## src/rtl/alu_pkg.sv

```systemverilog
package alu_pkg;

    // Word sizes
    localparam int word_width   = 32;
    localparam int result_width = 2 * word_width; // hi:lo
    localparam int opcode_width = 5;

    // Opcode map of the teaching processor
    localparam logic [opcode_width-1:0] op_add  = 5'b00001;
    localparam logic [opcode_width-1:0] op_sub  = 5'b00010;
    localparam logic [opcode_width-1:0] op_mul  = 5'b00011;
    localparam logic [opcode_width-1:0] op_div  = 5'b00100;
    localparam logic [opcode_width-1:0] op_shr  = 5'b00101;
    localparam logic [opcode_width-1:0] op_shl  = 5'b00110;
    localparam logic [opcode_width-1:0] op_shra = 5'b00111;
    localparam logic [opcode_width-1:0] op_ror  = 5'b01000;
    localparam logic [opcode_width-1:0] op_rol  = 5'b01001;
    localparam logic [opcode_width-1:0] op_and  = 5'b01010;
    localparam logic [opcode_width-1:0] op_or   = 5'b01011;
    localparam logic [opcode_width-1:0] op_neg  = 5'b01100;
    localparam logic [opcode_width-1:0] op_xor  = 5'b01101;
    localparam logic [opcode_width-1:0] op_nor  = 5'b01110;
    localparam logic [opcode_width-1:0] op_not  = 5'b01111;

    // Shift amount field taken from b
    localparam int shamt_width = $clog2(word_width);

    // Sequential multiply and divide
    localparam int mul_div_steps = 32;
    localparam int step_width    = $clog2(mul_div_steps);

endpackage
```

## src/rtl/alu_unit_top.sv

```systemverilog
`timescale 1ns/1ps

module alu_unit_top (
    input  logic                             clk,
    input  logic                             reset,
    input  logic                             start,
    input  logic [alu_pkg::opcode_width-1:0] opcode,
    input  logic [alu_pkg::word_width-1:0]   a,
    input  logic [alu_pkg::word_width-1:0]   b,
    output logic                             ready,
    output logic                             done,
    output logic [alu_pkg::opcode_width-1:0] result_op,
    output logic [alu_pkg::word_width-1:0]   hi,
    output logic [alu_pkg::word_width-1:0]   lo
);
    import alu_pkg::*;

    logic                    is_mul;
    logic                    is_div;
    logic                    accept;
    logic                    alu_idle, alu_valid, alu_grant;
    logic                    mul_idle, mul_valid, mul_grant;
    logic                    div_idle, div_valid, div_grant;
    logic [opcode_width-1:0] alu_op;
    logic [word_width-1:0]   alu_hi, alu_lo;
    logic [word_width-1:0]   mul_hi, mul_lo;
    logic [word_width-1:0]   div_hi, div_lo;

    assign is_mul = (opcode == op_mul);
    assign is_div = (opcode == op_div);
    assign ready  = is_mul ? mul_idle : is_div ? div_idle : alu_idle; // Illegal ops go to alu_core
    assign accept = start & ready;

    alu_core u_alu (
        .clk(clk), .reset(reset), .start(accept & ~is_mul & ~is_div),
        .opcode(opcode), .a(a), .b(b), .grant(alu_grant),
        .idle(alu_idle), .valid(alu_valid), .result_op(alu_op), .hi(alu_hi), .lo(alu_lo)
    );

    seq_multiplier u_mul (
        .clk(clk), .reset(reset), .start(accept & is_mul), .a(a), .b(b), .grant(mul_grant),
        .idle(mul_idle), .valid(mul_valid), .hi(mul_hi), .lo(mul_lo)
    );

    seq_divider u_div (
        .clk(clk), .reset(reset), .start(accept & is_div), .a(a), .b(b), .grant(div_grant),
        .idle(div_idle), .valid(div_valid), .hi(div_hi), .lo(div_lo)
    );

    writeback_arbiter u_arb (
        .clk(clk), .reset(reset),
        .alu_valid(alu_valid), .alu_op(alu_op), .alu_hi(alu_hi), .alu_lo(alu_lo),
        .mul_valid(mul_valid), .mul_hi(mul_hi), .mul_lo(mul_lo),
        .div_valid(div_valid), .div_hi(div_hi), .div_lo(div_lo),
        .alu_grant(alu_grant), .mul_grant(mul_grant), .div_grant(div_grant),
        .done(done), .result_op(result_op), .hi(hi), .lo(lo)
    );

endmodule

```

## src/rtl/writeback_arbiter.sv

```systemverilog
`timescale 1ns/1ps

module writeback_arbiter (
    input  logic                             clk,
    input  logic                             reset,
    input  logic                             alu_valid,
    input  logic [alu_pkg::opcode_width-1:0] alu_op,
    input  logic [alu_pkg::word_width-1:0]   alu_hi,
    input  logic [alu_pkg::word_width-1:0]   alu_lo,
    input  logic                             mul_valid,
    input  logic [alu_pkg::word_width-1:0]   mul_hi,
    input  logic [alu_pkg::word_width-1:0]   mul_lo,
    input  logic                             div_valid,
    input  logic [alu_pkg::word_width-1:0]   div_hi,
    input  logic [alu_pkg::word_width-1:0]   div_lo,
    output logic                             alu_grant,
    output logic                             mul_grant,
    output logic                             div_grant,
    output logic                             done,
    output logic [alu_pkg::opcode_width-1:0] result_op,
    output logic [alu_pkg::word_width-1:0]   hi,
    output logic [alu_pkg::word_width-1:0]   lo
);
    import alu_pkg::*;

    logic div_req;
    logic mul_req;
    logic alu_req;

    // A unit granted last cycle still shows valid while it drops it
    assign div_req = div_valid & ~div_grant;
    assign mul_req = mul_valid & ~mul_grant;
    assign alu_req = alu_valid & ~alu_grant;

    always_ff @(posedge clk) begin
        if (reset) begin
            div_grant <= 1'b0;
            mul_grant <= 1'b0;
            alu_grant <= 1'b0;
            done      <= 1'b0;
        end else begin
            div_grant <= div_req;                       // Divider first
            mul_grant <= mul_req & ~div_req;
            alu_grant <= alu_req & ~div_req & ~mul_req;
            done      <= div_grant | mul_grant | alu_grant;
        end
    end

    // Granted unit holds its data through the grant cycle
    always_ff @(posedge clk) begin
        if (div_grant) begin
            result_op <= op_div;
            hi        <= div_hi;
            lo        <= div_lo;
        end else if (mul_grant) begin
            result_op <= op_mul;
            hi        <= mul_hi;
            lo        <= mul_lo;
        end else if (alu_grant) begin
            result_op <= alu_op;
            hi        <= alu_hi;
            lo        <= alu_lo;
        end
    end

    // A unit still holds valid in the cycle it sees its grant
    a_grant_needs_valid: assert property (
        @(posedge clk) disable iff (reset)
            (!div_grant || div_valid) && (!mul_grant || mul_valid) && (!alu_grant || alu_valid)
    );

endmodule

```

## src/rtl/seq_divider.sv

```systemverilog
`timescale 1ns/1ps

module seq_divider (
    input  logic                           clk,
    input  logic                           reset,
    input  logic                           start,
    input  logic [alu_pkg::word_width-1:0] a,
    input  logic [alu_pkg::word_width-1:0] b,
    input  logic                           grant,
    output logic                           idle,
    output logic                           valid,
    output logic [alu_pkg::word_width-1:0] hi,
    output logic [alu_pkg::word_width-1:0] lo
);
    import alu_pkg::*;

    logic                  busy;
    logic [step_width-1:0] count;
    logic [word_width-1:0] divisor;
    logic [word_width-1:0] rem;
    logic [word_width-1:0] quo;
    logic [word_width+1:0] diff;   // Trial subtraction with borrow bit on top

    assign diff = {1'b0, rem, quo[word_width-1]} - {2'b00, divisor};

    always_ff @(posedge clk) begin
        if (reset) begin
            busy  <= 1'b0;
            valid <= 1'b0;
            count <= '0;
        end else if (start) begin
            busy  <= 1'b1;
            count <= '0;
        end else if (busy) begin
            count <= count + 1'b1;
            if (count == step_width'(mul_div_steps - 1)) begin
                busy  <= 1'b0;
                valid <= 1'b1;
            end
        end else if (grant) begin
            valid <= 1'b0;
        end
    end

    // With a zero divisor every trial succeeds, so the quotient fills with
    // ones and the dividend shifts whole into the remainder
    always_ff @(posedge clk) begin
        if (start) begin
            divisor <= b;
            rem     <= '0;
            quo     <= a;
        end else if (busy) begin
            if (!diff[word_width+1]) begin
                rem <= diff[word_width-1:0];            // Keep the difference
                quo <= {quo[word_width-2:0], 1'b1};
            end else begin
                rem <= {rem[word_width-2:0], quo[word_width-1]}; // Restore
                quo <= {quo[word_width-2:0], 1'b0};
            end
        end
    end

    assign idle = ~busy & ~valid;
    assign hi   = rem;
    assign lo   = quo;

    a_no_start_when_busy: assert property (
        @(posedge clk) disable iff (reset) start |-> idle
    );

endmodule

```

## src/rtl/seq_multiplier.sv

```systemverilog
`timescale 1ns/1ps

module seq_multiplier (
    input  logic                           clk,
    input  logic                           reset,
    input  logic                           start,
    input  logic [alu_pkg::word_width-1:0] a,
    input  logic [alu_pkg::word_width-1:0] b,
    input  logic                           grant,
    output logic                           idle,
    output logic                           valid,
    output logic [alu_pkg::word_width-1:0] hi,
    output logic [alu_pkg::word_width-1:0] lo
);
    import alu_pkg::*;

    logic                    busy;
    logic [step_width-1:0]   count;
    logic [word_width-1:0]   mcand;
    logic [result_width-1:0] prod;   // Partial product over the shifting multiplier
    logic [word_width:0]     acc;

    // Add the multiplicand when the current multiplier bit is set
    assign acc = {1'b0, prod[result_width-1:word_width]}
               + (prod[0] ? {1'b0, mcand} : '0);

    always_ff @(posedge clk) begin
        if (reset) begin
            busy  <= 1'b0;
            valid <= 1'b0;
            count <= '0;
        end else if (start) begin
            busy  <= 1'b1;
            count <= '0;
        end else if (busy) begin
            count <= count + 1'b1;
            if (count == step_width'(mul_div_steps - 1)) begin
                busy  <= 1'b0;
                valid <= 1'b1; // Product complete, hold for writeback
            end
        end else if (grant) begin
            valid <= 1'b0;
        end
    end

    always_ff @(posedge clk) begin
        if (start) begin
            mcand <= a;
            prod  <= {{word_width{1'b0}}, b};
        end else if (busy) begin
            prod <= {acc, prod[word_width-1:1]};
        end
    end

    assign idle = ~busy & ~valid;
    assign hi   = prod[result_width-1:word_width];
    assign lo   = prod[word_width-1:0];

endmodule

```

## src/rtl/alu_core.sv

```systemverilog
`timescale 1ns/1ps

module alu_core (
    input  logic                             clk,
    input  logic                             reset,
    input  logic                             start,
    input  logic [alu_pkg::opcode_width-1:0] opcode,
    input  logic [alu_pkg::word_width-1:0]   a,
    input  logic [alu_pkg::word_width-1:0]   b,
    input  logic                             grant,
    output logic                             idle,
    output logic                             valid,
    output logic [alu_pkg::opcode_width-1:0] result_op,
    output logic [alu_pkg::word_width-1:0]   hi,
    output logic [alu_pkg::word_width-1:0]   lo
);
    import alu_pkg::*;

    logic [shamt_width-1:0]  shamt;
    logic [result_width-1:0] rot_r;
    logic [result_width-1:0] rot_l;
    logic [word_width-1:0]   sum;
    logic [word_width-1:0]   res_hi;
    logic [word_width-1:0]   res_lo;

    assign shamt = b[shamt_width-1:0];
    assign sum   = a + b;
    assign rot_r = {a, a} >> shamt; // Low word is a rotated right
    assign rot_l = {a, a} << shamt; // High word is a rotated left

    always_comb begin
        res_hi = '0;
        res_lo = '0;
        case (opcode)
            op_add: begin
                res_lo = sum;
                res_hi = sum[word_width-1] ? word_width'(1) : '0; // Sign word
            end
            op_sub:  res_lo = a - b;
            op_shr:  res_lo = a >> shamt;
            op_shl:  res_lo = a << shamt;
            op_shra: res_lo = $signed(a) >>> shamt;
            op_ror:  res_lo = rot_r[word_width-1:0];
            op_rol:  res_lo = rot_l[result_width-1:word_width];
            op_and:  res_lo = a & b;
            op_or:   res_lo = a | b;
            op_neg:  res_lo = -a;
            op_xor:  res_lo = a ^ b;
            op_nor:  res_lo = ~(a | b);
            op_not:  res_lo = ~a;
            default: res_lo = '0; // Illegal opcodes and mul/div give zero
        endcase
    end

    // One-entry slot, freed once the arbiter has taken it
    always_ff @(posedge clk) begin
        if (reset) begin
            valid <= 1'b0;
        end else if (start) begin
            valid <= 1'b1;
        end else if (grant) begin
            valid <= 1'b0;
        end
    end

    always_ff @(posedge clk) begin
        if (start) begin
            result_op <= opcode;
            hi        <= res_hi;
            lo        <= res_lo;
        end
    end

    assign idle = ~valid;

    // Issue logic in the top must hold off while the slot waits for writeback
    a_no_accept_when_full: assert property (
        @(posedge clk) disable iff (reset) start |-> idle
    );

endmodule

```

## config.mk

```make
export PLATFORM = sky130hd
export DESIGN_NAME = alu_unit_top
export DESIGN_NICKNAME = d
export VERILOG_FILES = /design/src/rtl/alu_pkg.sv /design/src/rtl/alu_unit_top.sv /design/src/rtl/writeback_arbiter.sv /design/src/rtl/seq_divider.sv /design/src/rtl/seq_multiplier.sv /design/src/rtl/alu_core.sv
export SDC_FILE = /design/constraint.sdc
export NUM_CORES = 1
export LEC_CHECK = 0
export ABC_AREA = 1
export BUFFER_PORTS_ARGS = -buffer_cell sky130_fd_sc_hd__buf_2
export CAP_MARGIN = 20
export CORE_MARGIN = 3
export CORE_UTILIZATION = 45
export DETAILED_ROUTE_END_ITERATION = 7
export PLACE_DENSITY = 0.72
export SKIP_CTS_REPAIR_TIMING = 1
export SYNTH_ARGS = -nofsm -noshare
export SYNTH_HDL_FRONTEND = slang
export SYNTH_SLANG_ARGS = --single-unit
export TNS_END_PERCENT = 10
```

## constraint.sdc

```tcl
create_clock -name clk -period 5.3 [get_ports clk]
set_input_delay 0.53 -clock clk [delete_from_list [all_inputs] [get_ports clk]]
set_output_delay 0.53 -clock clk [all_outputs]
set_load 0.02 [all_outputs]
```

# Word level (Yosys, flattened, before mapping)
# Index checks and enable logic that the tools add are counted.
# classes
addsub	7
n_eq_ne	19
shifts	5
muxes	33
n_bitwise	34
reduce_logical	12
# ops
op	n
$pmux W32 S13	1
$mux W32	12
$not A32 Y32	2
$shl A64 B5 Y64	1
$shr A64 B5 Y32	1
$eq A5 B4 Y1 const B	8
$sub A33 B32 Y34	1
$add A32 B32 Y33	1
$add A32 B32 Y32	1
$and A32 B32 Y32	1
$neg A32 Y32	1
$or A32 B32 Y32	1
$shl A32 B5 Y32	1
$shr A32 B5 Y32	1
$sshr A32 B5 Y32	1
$sub A32 B32 Y32	1
$xor A32 B32 Y32	1
$eq A5 B3 Y1 const B	4
$mux W1	18
$not A1 Y1	14
$and A1 B1 Y1	13
$reduce_bool A2 Y1	6
$add A5 B1 Y5 const B	2
$eq A5 B2 Y1 const B	2
other kinds (8)	15
# totals
reg_bits	349
inputBits	72
wordCells	134

# Logic depth before layout (Yosys ltp)
# logic_depth
ltp_word	8
mapped_depth	19

# Modules after synthesis
# A second synthesis with hierarchy kept.
# unflattened
cells_unflattened	5147
area_unflattened_um2	31321.3
# modules_own_cells
mod	instances	cells_each	area_each_um2
alu_core	1	2639	13793.2
seq_divider	1	993	6892.9
seq_multiplier	1	912	6379.9
writeback_arbiter	1	583	4151.5
alu_unit_top	1	20	103.8

# Least setup slack after synthesis
# OpenSTA, ideal clock, no wires.
# synth_path
kind	in2reg
startpoint	input port b[3] in the netlist's numbering
endpoint	register u_alu.lo[30] in the netlist's numbering (data pin)
setup_time_ns	0.254
arrival_ns	2.631
path_slack_ns	2.415
path_stages	19
n_path_buf	4
path_cell_list	clkbuf_1 -> clkinv_1 -> buf_2 -> buf_1 -> ha_1 -> buf_2 -> nand3_1 -> nand3_1 -> nand2_1 -> nand2_1 -> nand3_1 -> nand2_1 -> nand2_1 -> nand2_1 -> nand2_1 -> nand3_1 -> nand2_1 -> nor2_1 -> nand2_1
# synth_via
elab_chain_cells	2
# synth_lines
element	line	source
start: declaration	alu_unit_top.sv:9	input logic [alu_pkg::word_width-1:0] b,
$sub A32 B32 Y32, or another cell as far along	alu_core.sv:39	op_sub: res_lo = a - b;
$pmux W32 S13 (*)	alu_core.sv:34	case (opcode)
named net u_alu.res_lo[30]	alu_core.sv:24	logic [word_width-1:0] res_lo;
end signal: assignment	alu_core.sv:70	lo <= res_lo;
end: declaration	alu_core.sv:15	output logic [alu_pkg::word_width-1:0] lo
# Mark *: on every way through the listed nets, which the timed path passes. The rest lies on a longest branch.
# A chain may end at the register's enable or synchronous reset.

# Worst setup path after layout
# layout_path
startpoint	register u_div.rem[15] (netlist: u_div.hi[15])
endpoint	register u_div.rem[7] (netlist: u_div.hi[7])
# layout_via
elab_chain_cells	2
# layout_lines
element	line	source
start: declaration	seq_divider.sv:20	logic [word_width-1:0] rem;
start signal: assignment	seq_divider.sv:54	rem <= diff[word_width-1:0];
start signal: assignment	seq_divider.sv:57	rem <= {rem[word_width-2:0], quo[word_width-1]};
$sub A33 B32 Y34	seq_divider.sv:24	assign diff = {1'b0, rem, quo[word_width-1]} - {2'b00, divisor};
$mux W32	seq_divider.sv:53	if (!diff[word_width+1]) begin
# Every way passes these cells.

==> results.toml <==
[outcome]
status = "finished, final reports clean"

[critical_path]
cp-end-kind = "flip-flop"
cpPeakStageDelay_ps = 830
cp-start-kind = "flip-flop"
path_class = "flip-flop to flip-flop"
cp.required_ps = 5800
critPathTopFamily = "simple AND/OR/NAND/NOR gates"
path_common_cell = "nand2_1"
crit_buf_inv = 3
slowest_stage = "nand3_2"
worstPathCellList = "ha_1 > a21oi_1 > o21ai_0 > inv_1 > nand2_1 > inv_1 > nand2_1 > nand2_1 > nand3_2 > buf_4 > nand2_1 > nand2_1 > o21ai_1"
critPathMaxFanout = 35
worst-endpoint-arrival_ps = 4060

[floorplanning]
fp.dieW_um = 259
rows = 92
core_area_um2 = 63200
fp.dieH_um = 259
die_area_um2 = 67200
start_util = 0.456
boundaryPins = 143

[power]
vdd_drop_max_uv = 217
power_density_nw_per_um2 = 309
p_leak_nw = 15.1

[clock_network]
htreeDepth = 2
cts-root-buf = "clkbuf_16"
cts_sinks = 318
worstSkewPairLatency_ps = 590
clk_pin_slew_ps = 60
cts_tree = "built"
clock_path_buffers = 3
cts_buffers = 39

[drt]
drt_iter0_markers = 4929
drc = 0
detail-route-antenna-nets = 0
via_count = 33100
wl_per_cell_um = 25.8
finalWirelength_mm = 141
via_per_inst = 6.07
drt_pass1_iterations = 7

[yosys]
synth_common_cells = "nand2_1 (1,388), nand3_1 (628), inv_1 (481), nor2_1 (388), a21oi_1 (286)"
avgSynthCellArea_um2 = 6.37
ys_async_sr_fraction = 0
seq_area_frac_synth = 0.301
synth_top_area_frac = 0.240
netlist_instances = 4528
synth_top_cell_by_area = "edfxtp_1"
synthTopCellsByArea = "edfxtp_1 (24%), nand2_1 (18%), nand3_1 (11%)"
syn-num-nets = 4776
ys_types = 52
ys.flop_type = "edfxtp_1"
syn_area_um2 = 28800
synth_enable_flop_cells = 230
ys_ff_latch = 318
synth_warnings = 0
synth.most_common_cell = "nand2_1"

[timing]
finalCriticalPeriod_ps = 3570
max_slew_margin = 0.345
final-hold-violation-count = 0
finalSetupTns_ps = 0
fmax_mhz = 280
worst_pin_slew_ps = 981
finalClockSkew_ps = 42.4
fin_hold_ws_ps = 191
period_share = 0.673
rsz0062_at_grt = "false"
slew_violations = 0
setup_violations = 0

[layout]
synthToLayoutAreaGrowth_pct = 9.19
nNetsFinal = 4821
layout-drive-gt1-share = 0.0680

[global_routing]
grt_pass1_wl_mm = 201
track_usage = 0.406
grt.overflow.total = 0
first_global_vias = 30400
grt_start_max_net_pins = 71
antenna_found_initial = 1

[placement]
place_congestion = 1.14
numPortBuffers = 142
dpl.hpwl_mm = 110

[job]
maxCapViolCount = 0

[min_path]
hold_path_class = "input pin to flip-flop"
==> path summary, 6_finish.rpt <==
check	to	slack (ps)	cells after the start	from
hold reg to reg	u_div.hi[31]	460	2	u_div.hi[31]
hold / removal	u_div.divisor[30]	190	1	b[30]
setup reg to reg	u_div.hi[7]	1730	13	u_div.hi[15]
setup / recovery	u_div.hi[7]	1730	13	u_div.hi[15]
==> cells by family after synthesis <==
logic type	Yosys count	share of synthesized area
AOI/OAI and AO/OA	728	0.139
muxes	1	0.000347
DFF	318	0.301
adders and majority gates	176	0.0774
and+or+nand+nor	2586	0.379
buffers and inverters	686	0.0936
xor gates and xnor gates	33	0.0100
==> area by class of cell <==
cell class | instances | area, µm²
Clock inverter | 22 | 208
Tap cell | 846 | 1060
Timing Repair Buffer | 195 | 1110
Antenna cell | 1 | 2.50
Sequential cell | 318 | 8670
Inverter | 495 | 1860
Fill cell | 6646 | 31700
Clock buffer | 50 | 1090
Multi-Input combinational cell | 3524 | 17500
==> worst register-to-register path, cell delays in order (launching register included) <==
cell	delay [ps]
dfxtp_1	430
ha_1	310
a21oi_1	220
o21ai_0	180
inv_1	120
nand2_1	80
inv_1	50
nand2_1	40
nand2_1	450
nand3_2	830
buf_4	490
nand2_1	80
nand2_1	60
o21ai_1	150
==> state kept, by name, indices dropped and copies added, names as in the netlist, 32 cells and up <==
register       flops
u_mul.prod        64
u_arb.hi          32
u_div.lo          32
u_mul.mcand       32
u_arb.lo          32
u_div.divisor     32
u_div.hi          32
u_alu.lo          32
==> per-stage QoR <==
step           cells  cell area [µm²]   util  worst slack, ps  power, mW
2_1_floorplan   4528            28800      -             2410       5.68
3_3_place_gp    5377            30200  0.478             1670       6.87
3_5_place_dp    5377            30200  0.478             1700       6.89
4_1_cts         5449            31500  0.498             1830       9.64
5_1_grt         5450            31500  0.498             1470       10.2
6_report        5451            31500  0.498             1730       9.74
==> cells in the final DEF, fill, tap and decap left out, types with 38 or more instances in the layout <==
master / n
buf_4: 53
nand2_1: 1386
o21ai_1: 38
inv_1: 478
o21ai_0: 267
buf_2: 142
ha_1: 172
dfxtp_1: 85
nor2_1: 386
nor3_1: 48
a21oi_1: 286
o21bai_1: 40
clkbuf_16: 40
edfxtp_1: 230
nand4_1: 65
nand3_1: 628
==> routing by layer <==
metal / track usage / share of wire
met5: 0 / 0.00013
met1: 0.516 / 0.38
met3: 0.0924 / 0.11
met4: 0.301 / 0.091
met2: 0.604 / 0.41
==> where the power goes <==
| part | internal [mW] | switching [mW] |
|---|---|---|
| clock | 1.57 | 1.20 |
| sequential | 2.96 | 0.304 |
| combinational | 1.12 | 2.60 |
| total | 5.65 | 4.10 |
(Power assumes the default switching activity.)
